[config.mk]
export PLATFORM = sky130hd
export DESIGN_NAME = tv1_cpu_bus
export DESIGN_NICKNAME = d
export VERILOG_FILES = /design/src/design/tv1_pkg.sv /design/src/design/tv1_cpu_bus.sv
export VERILOG_INCLUDE_DIRS = /design/src /design/src/design
export SDC_FILE = /design/constraint.sdc
export NUM_CORES = 1
export LEC_CHECK = 0
export BUFFER_PORTS_ARGS = -buffer_cell sky130_fd_sc_hd__buf_2
export CORE_ASPECT_RATIO = 1.25
export CORE_UTILIZATION = 37
export DETAILED_ROUTE_END_ITERATION = 6
export GPL_TIMING_DRIVEN = 1
export PLACE_DENSITY = 0.82
export SETUP_SLACK_MARGIN = 0.02
export SLEW_MARGIN = 20
export SYNTH_ARGS = -nofsm -noshare
export SYNTH_HDL_FRONTEND = slang
export SYNTH_SLANG_ARGS = --single-unit
[constraint.sdc]
create_clock -name CLK -period 1.9 [get_ports CLK]
set_input_delay 0.095 -clock CLK [delete_from_list [all_inputs] [get_ports CLK]]
set_output_delay 0.095 -clock CLK [all_outputs]
set_load 0.02 [all_outputs]
[src/design/tv1_settings.svh]
/*
 * Epoch TV-1 build constants
 * Frame geometry, render window, memory sizes and CPU wait lengths
 */
`ifndef TV1_SETTINGS_SVH
`define TV1_SETTINGS_SVH

// Frame size in pixel clocks
`define TV1_NUM_COLS 9'd260
`define TV1_NUM_ROWS 9'd263

// Render window, 208 x 232
`define TV1_FIRST_ROW_RENDER 9'd16
`define TV1_LAST_ROW_RENDER 9'd247
`define TV1_FIRST_COL_RENDER 9'd23
`define TV1_LAST_COL_RENDER 9'd230

// Sync ranges
`define TV1_FIRST_ROW_VSYNC 9'd257
`define TV1_LAST_ROW_VSYNC 9'd259
`define TV1_FIRST_COL_HSYNC 9'd240
`define TV1_LAST_COL_HSYNC 9'd259

// Memory sizes
`define TV1_BGM_WORDS 128
`define TV1_CHR_BYTES 1024

// WAITB low time in CP1 cycles
`define TV1_WAIT_RD_BGM 3'd3
`define TV1_WAIT_RD 3'd2
`define TV1_WAIT_WR 3'd1

`endif

[src/design/tv1_pkg.sv]
/*
 * Epoch TV-1 shared types
 * Video position, palette index, output color and CPU address region
 */
package tv1_pkg;

  typedef logic [8:0] video_pos_t;
  typedef logic [3:0] pixel_color_t;
  typedef logic [23:0] rgb_t;

  // CPU address map, $0000-$17FF
  typedef enum logic [2:0] {
    REGION_VRAM,
    REGION_BGM,
    REGION_OAM,
    REGION_REG,
    REGION_APU,
    REGION_NONE
  } cpu_region_t;

endpackage

[src/design/tv1_cpu_bus.sv]
/*
 * Epoch TV-1 CPU bus interface
 * Address decode, WAITB wait-state generator and read-back latch
 */
`timescale 1ns/1ps
`include "tv1_settings.svh"

module tv1_cpu_bus (
  input  logic                              CLK,
  input  logic                              cpu_wait_cnt_resetting,
  input  logic                              CE,
  input  logic                              CP1_POSEDGE,
  input  logic [12:0]                       A,
  input  logic [7:0]                        DB_I,
  output logic [7:0]                        DB_O,
  output logic                              DB_OE,
  input  logic                              RDB,
  input  logic                              WRB,
  input  logic                              CSB,
  output logic                              WAITB,
  output logic                              SCPUB,
  output logic                              reg_wr,
  output logic [1:0]                        reg_sel,
  output logic [$clog2(`TV1_BGM_WORDS)-1:0] bgm_cpu_addr,
  output logic [3:0]                        bgm_cpu_we,
  output logic [31:0]                       bgm_cpu_wdata,
  input  logic [31:0]                       bgm_cpu_rdata
);
  import tv1_pkg::*;

  cpu_region_t region;
  logic        cpu_rd;
  logic        cpu_wr;
  logic [7:0]  rd_latch;
  logic [2:0]  wait_cnt;
  logic [2:0]  wait_cnt_next;
  logic        waitb_q;
  logic        waitb_next;
  logic        rdb_d;
  logic        rdb_rise;
  logic        wait_expiring;

  always_comb begin
    if (CSB)
      region = REGION_NONE;
    else if (!A[12])
      region = REGION_VRAM;
    else begin
      case (A[11:9])
        3'b000: region = REGION_BGM;
        3'b001: region = REGION_OAM;
        3'b010: region = REGION_REG;
        3'b011: region = REGION_APU;
        default: region = REGION_NONE;
      endcase
    end
  end

  assign cpu_rd = !(CSB || RDB);
  assign cpu_wr = !(CSB || WRB);

  ////////////////////
  // Wait states
  always_comb begin
    wait_cnt_next = wait_cnt;
    if (wait_cnt != '0)
      wait_cnt_next = wait_cnt - 3'd1;
    else if (!waitb_q) begin
      if (cpu_rd)
        wait_cnt_next = (region == REGION_BGM) ? `TV1_WAIT_RD_BGM - 3'd1
                                               : `TV1_WAIT_RD - 3'd1;
      // Early RDB release stretches the following write
      if (rdb_rise)
        wait_cnt_next = `TV1_WAIT_WR;
    end
  end

  assign wait_expiring = (wait_cnt != '0) && (wait_cnt_next == '0);
  assign rdb_rise = RDB && !rdb_d;

  always_comb begin
    waitb_next = waitb_q;
    if (wait_expiring)
      waitb_next = !waitb_q;
    else if (!waitb_q && (cpu_wr || rdb_rise))
      waitb_next = 1'b1;
    else if (waitb_q && !(cpu_rd || cpu_wr))
      waitb_next = 1'b0;
  end

  always_ff @(posedge CLK) begin
    if (cpu_wait_cnt_resetting) begin
      wait_cnt <= '0;
      waitb_q <= 1'b0;
      rdb_d <= 1'b1;
    end else if (CP1_POSEDGE) begin
      wait_cnt <= wait_cnt_next;
      waitb_q <= waitb_next;
      rdb_d <= RDB;
    end
  end

  // Read data, FF outside BGM
  always_ff @(posedge CLK) begin
    if (CE && cpu_rd)
      rd_latch <= (region == REGION_BGM) ? bgm_cpu_rdata[A[1:0]*8 +: 8] : 8'hFF;
  end

  assign DB_O = rd_latch;
  assign DB_OE = cpu_rd;
  assign WAITB = CSB || waitb_q;
  assign SCPUB = (region != REGION_APU);
  assign reg_wr = (region == REGION_REG) && cpu_wr;
  assign reg_sel = A[1:0];
  assign bgm_cpu_addr = A[8:2];
  assign bgm_cpu_we = {4{(region == REGION_BGM) && cpu_wr}} & (4'b0001 << A[1:0]);
  assign bgm_cpu_wdata = {4{DB_I}};

  wait_cnt_bounded: assert property (@(posedge CLK) disable iff (cpu_wait_cnt_resetting)
    wait_cnt <= `TV1_WAIT_RD_BGM);
  no_drive_unselected: assert property (@(posedge CLK) CSB |-> !DB_OE);

endmodule

Yosys cells after proc, flatten, opt, wreduce, memory -nomap -nowiden --
Index checks and enable logic that the tools add are counted.
Cells by class: bitwise gates (word level) 1, multiplexer cells 11, reductions and logical operators 22, eq/ne operators 6, add/subtract/negate cells 1, shift operators 2
Operators by type and width (number):
- $shiftx A32 B6 Y8 | 1
- $mux W3 | 6
- $pmux W3 S4 | 1
- $eq A3 B2 Y1 const B | 3
- $logic_and A1 B1 Y1 | 7
- $eq A3 B1 Y1 const B | 2
- $logic_not A3 Y1 | 2
- $reduce_bool A3 Y1 | 2
- $logic_not A1 Y1 | 5
- $logic_or A1 B1 Y1 | 5
- $and A4 B4 Y4 | 1
- $shl A1 B2 Y4 const A | 1
- $mux W1 | 3
- $ne A3 B3 Y1 const B | 1
- $sub A3 B1 Y3 const B | 1
- $mux W2 | 1
- $reduce_and A2 Y1 | 1
Word-level totals: register bits 13, logic and storage cells 47, bits of input ports 60, output and inout port bits 57

Depth between registers and ports, before layout --
Gate-level depths: netlist of the first run.
word-level depth 14, gate-level depth with buffers 6

Worst setup path after synthesis of the first run --
No wires, ideal clock.
path kind input-to-output, from input port A[9], to output port bgm_cpu_we[0], stages 3, required time 1805 ps, slack 444 ps, arrival 1361 ps, cells stage by stage or4b_4 nor3_2 nor3b_1
On the way: word-level cells in the longest chain between the ends 7, elaborated cells on any way between the ends 10, classes of those cells eq/ne: 4; mux: 3; bitwise: 1; reduce/logical: 2
Ends and longest elaborated chain:
- start: declaration | RTL line tv1_cpu_bus.sv:13 | input logic [12:0] A,
- $eq A3 B2 Y1 (tied with other cells) | RTL line tv1_cpu_bus.sv:49 | case (A[11:9])
- $pmux W3 S4 (*) | RTL line tv1_cpu_bus.sv:49
- $mux W3 (*) | RTL line tv1_cpu_bus.sv:46 | else if (!A[12])
- $mux W3 (*) | RTL line tv1_cpu_bus.sv:44 | if (CSB)
- $eq A3 B1 Y1 (*) | RTL line tv1_cpu_bus.sv:116 | assign bgm_cpu_we = {4{(region == REGION_BGM) && cpu_wr}} & (4'b0001 << A[1:0]);
- $logic_and A1 B1 Y1 (*) | RTL line tv1_cpu_bus.sv:116
- $and A4 B4 Y4 (*) | RTL line tv1_cpu_bus.sv:116
- end: declaration | RTL line tv1_cpu_bus.sv:25 | output logic [3:0] bgm_cpu_we,
Mark *: on every way between the ends. The rest lies on a longest branch, timed or not.

Final worst setup path of the first run --
from register wait_cnt[0], to register wait_cnt[0]
On the way: word-level cells in the longest chain between the ends 4, elaborated cells on any way between the ends 6, classes of those cells add/sub: 1; mux: 4; reduce/logical: 1
Ends and longest elaborated chain:
- start: declaration | RTL line tv1_cpu_bus.sv:35 | logic [2:0] wait_cnt;
- start signal: assignment | RTL line tv1_cpu_bus.sv:97 | wait_cnt <= wait_cnt_next;
- branches (longest 3 deep; another with $sub A3 B1 Y3)
- $mux W3 (*) | RTL line tv1_cpu_bus.sv:66 | if (wait_cnt != '0)
Mark *: on every way between the ends. A chain may end at the register's enable or synchronous reset.

==> metrics, run 1 <==
nets=210; Crit path arrival time=1760 ps; die height=around 67 um; GRT met1 Usage=0.158; Tcrit/Tclk final=0.838; Synth-to-Final Area Change=4.73%; layout cell share with drive strength beyond 1=0.517; RSZ-0062 raised after global routing=no; Yosys cell types=32; Rows=23; gr usage total=0.158; number of flops mapped to enable cells by yosys=8; Final Hold Fails=0; status=complete, no violations; largest cells by area after synthesis=buf_4 (25%), edfxtp_1 (19%), mux4_2 (9.1%); Ant. Diodes=0; mean area per synthesized cell=9.78 um2; Non-Filler Instances=184; first-pass GRT wire length=roughly 4 mm; CTS Buf Count=3; post-synth top area cell=buf_4; CP Capture Type=register; Syn Inst Count=between 100 and 150; antenna violations before repair=0; Post-CTS Setup Bufs=0; maxcap violations=0; Clock Path Buffers=2; Final Util=0.407; final WL=about 2.7 mm; register bit total from synthesis=13; Die X=~54 um; Root Driver=clkbuf_8; family with the most delay on the worst path=compound AO/OA/AOI/OAI gates; vias per inst=roughly 5; Clock Skew=~0.084 ps; Max Clk Rate=0.628 GHz; gr busiest metal=met2; wire length per cell=approximately 15 um; Buf/Inv on CP=1; fin crit period=1590 ps; Post-synth ARST share=0; startpoint types=register; grt total ovfl=0; vias in the first global route=834; starting density of the core=0.389; post-synthesis sequential area ratio=0.274; placed cells=180; measured slew at the worst slew-check pin=~350 ps; Leakage=0.592 nW; Final Setup Violations=0; HPWL Detailed=about 2.4 mm; power density over the cells=roughly 600 nW/um2; # IOs=about 120; post-synth top area share=0.248; Ys Warns=0; Crit Path Class=register to register; full die area=approximately 3600 um2; Post-DRT Antenna Nets=0; Netlist Area Pre-Place=around 1200 um2; First-pass DRT Iterations=4; cts hold-fix bufs=0; core area=between 3000 and 4000 um2; GP Congestion=0.735; met2 usage=0.269; Synth Flop Type=edfxtp_1; grt met3 use=0.0571; Worst path max stage delay=330 ps; Worst-Skew Late Latency=roughly 240 ps; Peak VDD IR=just under 0.0004 V; H-tree depth=1; Final Max Tran Viols=0; CTS tree=done; Rel. slew slack=0.769; syn_nets=roughly 190; Crit Path Max Fanout=5; Synth top cells by count=buf_4 (41), or3_1 (9), edfxtp_1 (8), nand2_1 (7), nor2_1 (7); number of DRC markers in iteration 0=20; PortBufs=62; # DRC=0; Sink Count=13; setup tns final=0 ps; critical path cell sequence=inv_1 -> ha_1 -> nor2b_1 -> o21ai_0 -> a311o_1 -> a41oi_1; CP required=~2100 ps; worst min path class=primary input to register; DR vias=just over 900; count leader, synth=buf_4; clk slew on worst S/H paths=approximately 60 ps; largest net degree at the start of global routing=14; Slowest-stage cell, CP=dfxtp_1; Resized cells post-CTS=0
[power by group]
part | internal (W) | total [W] | switching, W
Sequential | 0.000317 | 0.000328 | 0.0000110
Combinational | 0.000103 | 0.000204 | 0.000101
Clock | 0.000145 | 0.000248 | 0.000103
Total | 0.000564 | 0.000779 | 0.000215
[state kept, by name (all words and copies together), names as in the netlist]
| name | cells |
|---|---|
| wait_cnt | 3 |
| DB_O | 8 |
| waitb_q | 1 |
| rdb_d | 1 |
[layer usage]
| metal | up-vias | routed length (um) |
|---|---|---|
| li1 | 456 | - |
| met1 | 408 | 937 |
| met2 | 54 | 1360 |
| met3 | 15 | 314 |
| met4 | 0 | 87 |
| met5 | - | 0 |
[area by class of cell]
type	instances	area (um2)
Tap cell	37	46.3
Timing Repair Buffer	62	310
Clock inverter	1	5.00
Multi-Input combinational cell	65	547
Inverter	3	11.3
Sequential cell	13	340
Clock buffer	3	41.3
Fill cell	311	1890
[logic make-up (layout without fill, tap and decap cells)]
family | count (synthesis) | after routing | synth area share
flip-flops | 13 | 13 | 0.274
adder cells (fa/ha/maj) | 2 | 2 | 0.0201
buffers and inverters | 49 | 69 | 0.286
AND/OR/NAND/NOR | 41 | 41 | 0.187
multiplexers | 8 | 8 | 0.154
AO/OA/AOI/OAI | 14 | 14 | 0.0786
[placed cells by master, fill, tap and decap left out, drive strengths merged, types with 4 or more instances in the layout]
cell type	n
buf	62
or3	9
edfxtp	8
nor2	8
mux4	8
nand2	7
dfxtp	5
nor3b	4
nor3	4
[worst reg2reg max path, delay by kind of cell, from the launching register on]
kind | cells | cell delay (ps)
AOI/OAI and AO/OA | 3 | 620
adders and majority gates | 1 | 190
buffers and inverters | 1 | 110
DFF | 1 | 330
and+or+nand+nor | 1 | 280
[per-stage QoR]
stage	hold slack, ps	total power (W)	worst slack, ps	instance area, um2
after floorplan	164	0.000582	444	1240
after global placement	190	0.000533	351	1250
after detailed placement	190	0.000539	322	1250
after CTS	89.1	0.000785	306	1300
after global routing	106	0.000822	197	1300
final	97.0	0.000779	307	1300
[final timing paths]
check | start | endpoint | slack (ps) | depth (start not counted)
worst max-delay path | wait_cnt[0]$_SDFFE_PP0P_ | wait_cnt[0]$_SDFFE_PP0P_ | 310 | 6
worst min-delay path | cpu_wait_cnt_resetting | wait_cnt[2]$_SDFFE_PP0P_ | 100 | 2
worst max register to register | wait_cnt[0]$_SDFFE_PP0P_ | wait_cnt[0]$_SDFFE_PP0P_ | 310 | 6
worst min register to register | wait_cnt[2]$_SDFFE_PP0P_ | wait_cnt[2]$_SDFFE_PP0P_ | 510 | 2
Note: power is estimated with default switching activity, not from simulation.
==> run 2, diff against run 1 <==
--- a/config.mk
+++ b/config.mk
@@ -8,10 +8,10 @@
 export LEC_CHECK = 0
 export BUFFER_PORTS_ARGS = -buffer_cell sky130_fd_sc_hd__buf_2
 export CORE_ASPECT_RATIO = 1.25
-export CORE_UTILIZATION = 37
+export CORE_UTILIZATION = 33
 export DETAILED_ROUTE_END_ITERATION = 6
 export GPL_TIMING_DRIVEN = 1
-export PLACE_DENSITY = 0.82
+export PLACE_DENSITY = 0.77
 export SETUP_SLACK_MARGIN = 0.02
 export SLEW_MARGIN = 20
 export SYNTH_ARGS = -nofsm -noshare
==> constraint.sdc (replaced) <==
create_clock -name CLK -period 1.3 [get_ports CLK]
set_input_delay 0.065 -clock CLK [delete_from_list [all_inputs] [get_ports CLK]]
set_output_delay 0.065 -clock CLK [all_outputs]
set_load 0.02 [all_outputs]
==> metrics, run 2 (same netlist as run 1, synthesis figures left out) <==
Seq pwr share=0.383 (-0.037); DR vias=1042 (+12%); Max Clk Rate=0.717 GHz (+14%); CP required=1430 ps (-640 ps); Leakage=0.671 nW (+13%); met3 wire len=201 um (-36%); Synth-to-Final Area Change=22.6%; Crit path arrival time=1520 ps (-240 ps); Rel. slew slack=0.810 (+0.0409); first-pass GRT wire length=4.90 mm (+24%); First-pass DRT Iterations=6 (+2); number of DRC markers in iteration 0=31 (+55%); Rows=24 (+4.3%); placed cells=190 (+5.6%); WHS=88.9 ps (-8.11 ps); maxcap violations=0 (unchanged); Worst-Skew Late Latency=240 ps (about the same); Final Hold Fails=0 (unchanged); met2 WL=1.80 mm (+33%); Root Driver=clkbuf_8; final WL=3.29 mm (+22%); commonest non-fill, non-tap cell in the layout=buf_2; core area=3540 um2 (+11%); Final Max Tran Viols=0 (unchanged); measured slew at the worst slew-check pin=285 ps (-62.1 ps); P_sw=0.000359 W (+67%); full die area=4020 um2 (+12%); P_int=0.000910 W (+61%); final setup margin=-94.2 ps (-401 ps); Sink Count=13 (unchanged); Ant. Diodes=0 (unchanged); combinational share of power=0.335 (+0.073); Crit Path Class=register to register; PortBufs=62 (unchanged); power density over the cells=834 nW/um2 (+39%); die height=70.6 um (+5.7%); filler instances=336 (+8.0%); largest net degree at the start of global routing=14 (unchanged); Final Setup Violations=6 (+6); Post-DRT Antenna Nets=0 (unchanged); total power=0.00127 W (+63%); CTS tree=done; setup tns final=-228 ps (-228 ps); starting density of the core=0.351 (-0.0383); Peak VDD IR=0.000275 V (-29%); # DRC=6 (+6); GP Congestion=0.824 (+12%); startpoint types=register; Final Util=0.430 (+0.0224); M1 WL=1.11 mm (+19%); worst min path class=primary input to register; gr usage total=0.160 (+0.00174); nets=221 (+5.2%); H-tree depth=1 (unchanged); Largest register FFs=8 (unchanged); wire length per cell=16.7 um (+14%); vias per inst=5.29 (+4.3%); grt total ovfl=0 (unchanged); # IOs=117 (unchanged); clk slew on worst S/H paths=60 ps (about the same); Crit Path Max Fanout=3 (-2); most frequent cells in the layout=buf_2 (55), buf_4 (11), or3_1 (9); layout cell share with drive strength beyond 1=0.639 (+0.122); CTS Buf Count=3 (unchanged); status=complete, but fails checks; Die X=56.9 um (+5.7%); antenna violations before repair=0 (unchanged); fin crit period=1390 ps (-199 ps); RSZ-0062 raised after global routing=yes; Tcrit/Tclk final=1.07 (+0.234); highest metal used=met4; HPWL Detailed=2.53 mm (+7.5%); Clock Path Buffers=2 (unchanged); Clock Power Share=0.282 (-0.036); Non-Filler Instances=197 (+7.1%); Clock Skew=0.0883 ps (+0.00383 ps); vias in the first global route=1021 (+22%); Sw Share=0.283 (+0.00706); CP Capture Type=register; failing checks=DRC, setup timing
-- run 2: changes by cell type in the layout (fill, tap and decap cells not counted), moves of 3 or more --
cell,before,now
buf_4,0,11
buf_2,62,55
nor3b_1,4,1
buf_6,0,6
-- run 2: cell type report --
cell class                      count  area [um2]  share of cell area
Clock buffer                        4        45.0              0.0296
Multi-Input combinational cell     65         624               0.410
Sequential cell                    13         343               0.225
Tap cell                           39        48.8              0.0320
Timing Repair Buffer               73         445               0.293
Inverter                            3        16.3              0.0107
-- run 2: per-layer routing --
| layer | global-route usage | up-vias |
|---|---|---|
| met1 | 0.170 | 497 |
| met4 | 0.117 | 0 |
| li1 | - | 477 |
| met5 | 0 | - |
| met2 | 0.294 | 39 |
| met3 | 0.00731 | 29 |
-- run 2: metrics by stage --
stage	cell area (um2)	setup slack, ps
2_1_floorplan	1270	-45.4
3_3_place_gp	1340	-220
3_5_place_dp	1340	-275
4_1_cts	1450	-119
5_1_grt	1520	-145
6_report	1520	-94.2
-- run 2: power groups by stage --
stage	clock network [W]	logic, W	registers (W)
after detailed placement	0	0.000359	0.000488
final	0.000358	0.000425	0.000486
after CTS	0.000369	0.000394	0.000483
after floorplan	0	0.000361	0.000500
after global placement	0	0.000346	0.000486
after global routing	0.000380	0.000463	0.000488
-- run 2: path summary, 6_finish.rpt --
check	start	end	slack, ps	cells after the start
hold reg to reg	wait_cnt[2]$_SDFFE_PP0P_	wait_cnt[2]$_SDFFE_PP0P_	570	2
setup / recovery	wait_cnt[0]$_SDFFE_PP0P_	waitb_q$_SDFFE_PP0P_	-90	6
hold / removal	cpu_wait_cnt_resetting	wait_cnt[2]$_SDFFE_PP0P_	90	2
setup reg to reg	wait_cnt[0]$_SDFFE_PP0P_	waitb_q$_SDFFE_PP0P_	-90	6
-- run 2: critical path, stage by stage (launching register included) --
cell and delay (ps):
dfxtp_2 350, inv_4 60, ha_4 160, and2_4 140, o211ai_1 230, a21oi_1 100, a2111oi_1 240
-- run 2: repair_timing --
item | 4_1_cts | 5_1_grt
hold buffers | 0 | 0
gates resized for setup | 16 | 13
setup endpoints to repair | 9 | 8
pin swaps | 10 | 4
setup buffers | 2 | 1
gates cloned | 0 | 1
==> run 3, diff against run 2 <==
--- a/config.mk
+++ b/config.mk
@@ -8,10 +8,10 @@
 export LEC_CHECK = 0
 export BUFFER_PORTS_ARGS = -buffer_cell sky130_fd_sc_hd__buf_2
 export CORE_ASPECT_RATIO = 1.25
-export CORE_UTILIZATION = 33
+export CORE_UTILIZATION = 40
 export DETAILED_ROUTE_END_ITERATION = 6
 export GPL_TIMING_DRIVEN = 1
-export PLACE_DENSITY = 0.77
+export PLACE_DENSITY = 0.88
 export SETUP_SLACK_MARGIN = 0.02
 export SLEW_MARGIN = 20
 export SYNTH_ARGS = -nofsm -noshare
==> constraint.sdc (replaced) <==
create_clock -name CLK -period 1.7 [get_ports CLK]
set_input_delay 0.085 -clock CLK [delete_from_list [all_inputs] [get_ports CLK]]
set_output_delay 0.085 -clock CLK [all_outputs]
set_load 0.02 [all_outputs]
==> metrics, run 3 (same netlist as run 1, synthesis figures left out) <==
Clock Skew=0.317 ps (+0.229 ps); Post-DRT Antenna Nets=0 (unchanged); PortBufs=62 (unchanged); CP required=1620 ps (+190 ps); Non-Filler Instances=183 (-7.1%); Tcrit/Tclk final=0.903; maxcap violations=0 (unchanged); CTS tree=done; Sink Count=13 (unchanged); fin crit period=1540 ps; Crit Path Class=primary input to output pin; CP Capture Type=output pin; startpoint types=primary input; dpl cell area=1250 um2 (-6.6%); filler instances=282 (-16%); grt total ovfl=0 (unchanged); P_int=0.000561 W (-38%); Final Max Tran Viols=0 (unchanged); placed cells=179 (-5.8%); gr usage total=0.184 (+0.0248); Ant. Diodes=0 (unchanged); measured slew at the worst slew-check pin=363 ps (+77.8 ps); most frequent cells in the layout=buf_2 (62), or3_1 (9), edfxtp_1 (8); commonest non-fill, non-tap cell in the layout=buf_2; nets=210 (-5.0%); P_sw=0.000239 W (-33%); Post-CTS Setup Bufs=0 (-2); core area=2950 um2 (-17%); GP Congestion=0.783 (-5.0%); Clock Path Buffers=2 (unchanged); Final Cell Area=1290 um2 (-15%); Root Driver=clkbuf_4; antenna violations before repair=0 (unchanged); H-tree depth=1 (unchanged); Crit Path Max Fanout=11 (+8); die height=64.3 um (-8.9%); worst min path class=primary input to register; layout cell share with drive strength beyond 1=0.524 (-0.115); cts hold-fix bufs=0 (unchanged); First-pass DRT Iterations=4 (-2); Peak VDD IR=0.000351 V (+28%); Leakage=0.586 nW (-13%); # IOs=117 (unchanged); full die area=3330 um2 (-17%); Resized cells post-CTS=0 (-16); Final Util=0.438 (+0.00825); Largest register FFs=8 (unchanged); Worst-Skew Late Latency=290 ps (+50 ps); vias per inst=5.40 (+2.2%); Final Setup Violations=0 (-6); CTS Buf Count=3 (unchanged); number of DRC markers in iteration 0=39 (+26%); vias in the first global route=991 (-2.9%); total power=0.000800 W (-37%); combinational share of power=0.288 (-0.047); Synth-to-Final Area Change=3.83%; Max Clk Rate=roughly 0.65 GHz; final WL=2.86 mm (-13%); setup tns final=0 ps (+228 ps); power density over the cells=620 nW/um2 (-26%); Crit path arrival time=1450 ps (-70 ps); Sw Share=0.299 (+0.0156); first-pass GRT wire length=4.49 mm (-8.3%); Rel. slew slack=0.758 (-0.0514); Rows=22 (-8.3%); HPWL Detailed=2.36 mm (-6.6%); Clock Power Share=0.253 (-0.029); clk slew on worst S/H paths=80 ps (+20 ps); # DRC=0 (-6); wire length per cell=15.6 um (-6.4%); DR vias=989 (-5.1%); Seq pwr share=0.458 (+0.075); status=complete, no violations; RSZ-0062 raised after global routing=no; Die X=51.9 um (-8.8%); largest net degree at the start of global routing=14 (unchanged); starting density of the core=0.422 (+0.0712); Final Hold Fails=0 (unchanged)
[run 3: cell types whose count changed in the layout (fill, tap and decap cells not counted), sizes merged]
cell / delta
buf: -11
[run 3: area by class of cell]
| type | instances | area (um2) | share of cell area |
|---|---|---|---|
| multi-input cells | 65 | 556 | 0.431 |
| flip-flops and latches | 13 | 342 | 0.265 |
| repair buffers | 62 | 310 | 0.241 |
| well taps | 36 | 45.0 | 0.0349 |
| clock buffers | 4 | 26.3 | 0.0204 |
| inverters | 3 | 11.3 | 0.00873 |
[run 3: metrics by stage]
stage	worst slack [ps]	hold WS, ps
floorplan	264	154
global placement	108	170
finish	164	31.3
global route	46.0	42.6
CTS	96.9	29.0
detailed placement	126	170
[run 3: critical path: stages]
cell and delay (ps):
buf_2 100, or4b_4 620, nor3_4 190, nor3b_1 240, buf_2 210
[run 3: metal layers]
layer | GRT usage | share of wire | wire length (um) | vias up
li1 | - | - | - | 453
met1 | 0.176 | 0.31 | 900 | 444
met2 | 0.295 | 0.49 | 1400 | 62
met3 | 0.0571 | 0.12 | 333 | 30
met4 | 0.186 | 0.081 | 231 | 0
met5 | 0 | 0 | 0 | -
[run 3: power by group through the flow]
stage | Clock (W) | Combinational (W) | Sequential, W
detailed placement | 0 | 0.000228 | 0.000373
CTS | 0.000200 | 0.000229 | 0.000366
floorplan | 0 | 0.000269 | 0.000381
global placement | 0 | 0.000223 | 0.000372
global route | 0.000219 | 0.000257 | 0.000370
finish | 0.000203 | 0.000231 | 0.000367
[run 3: worst paths after layout]
| check | startpoint | depth (start not counted) | end | slack, ps |
|---|---|---|---|---|
| max | A[9] | 5 | bgm_cpu_we[0] | 160 |
| min | cpu_wait_cnt_resetting | 2 | wait_cnt[2]$_SDFFE_PP0P_ | 30 |
| max reg2reg | wait_cnt[0]$_SDFFE_PP0P_ | 6 | waitb_q$_SDFFE_PP0P_ | 180 |
| min reg2reg | wait_cnt[2]$_SDFFE_PP0P_ | 2 | wait_cnt[2]$_SDFFE_PP0P_ | 520 |
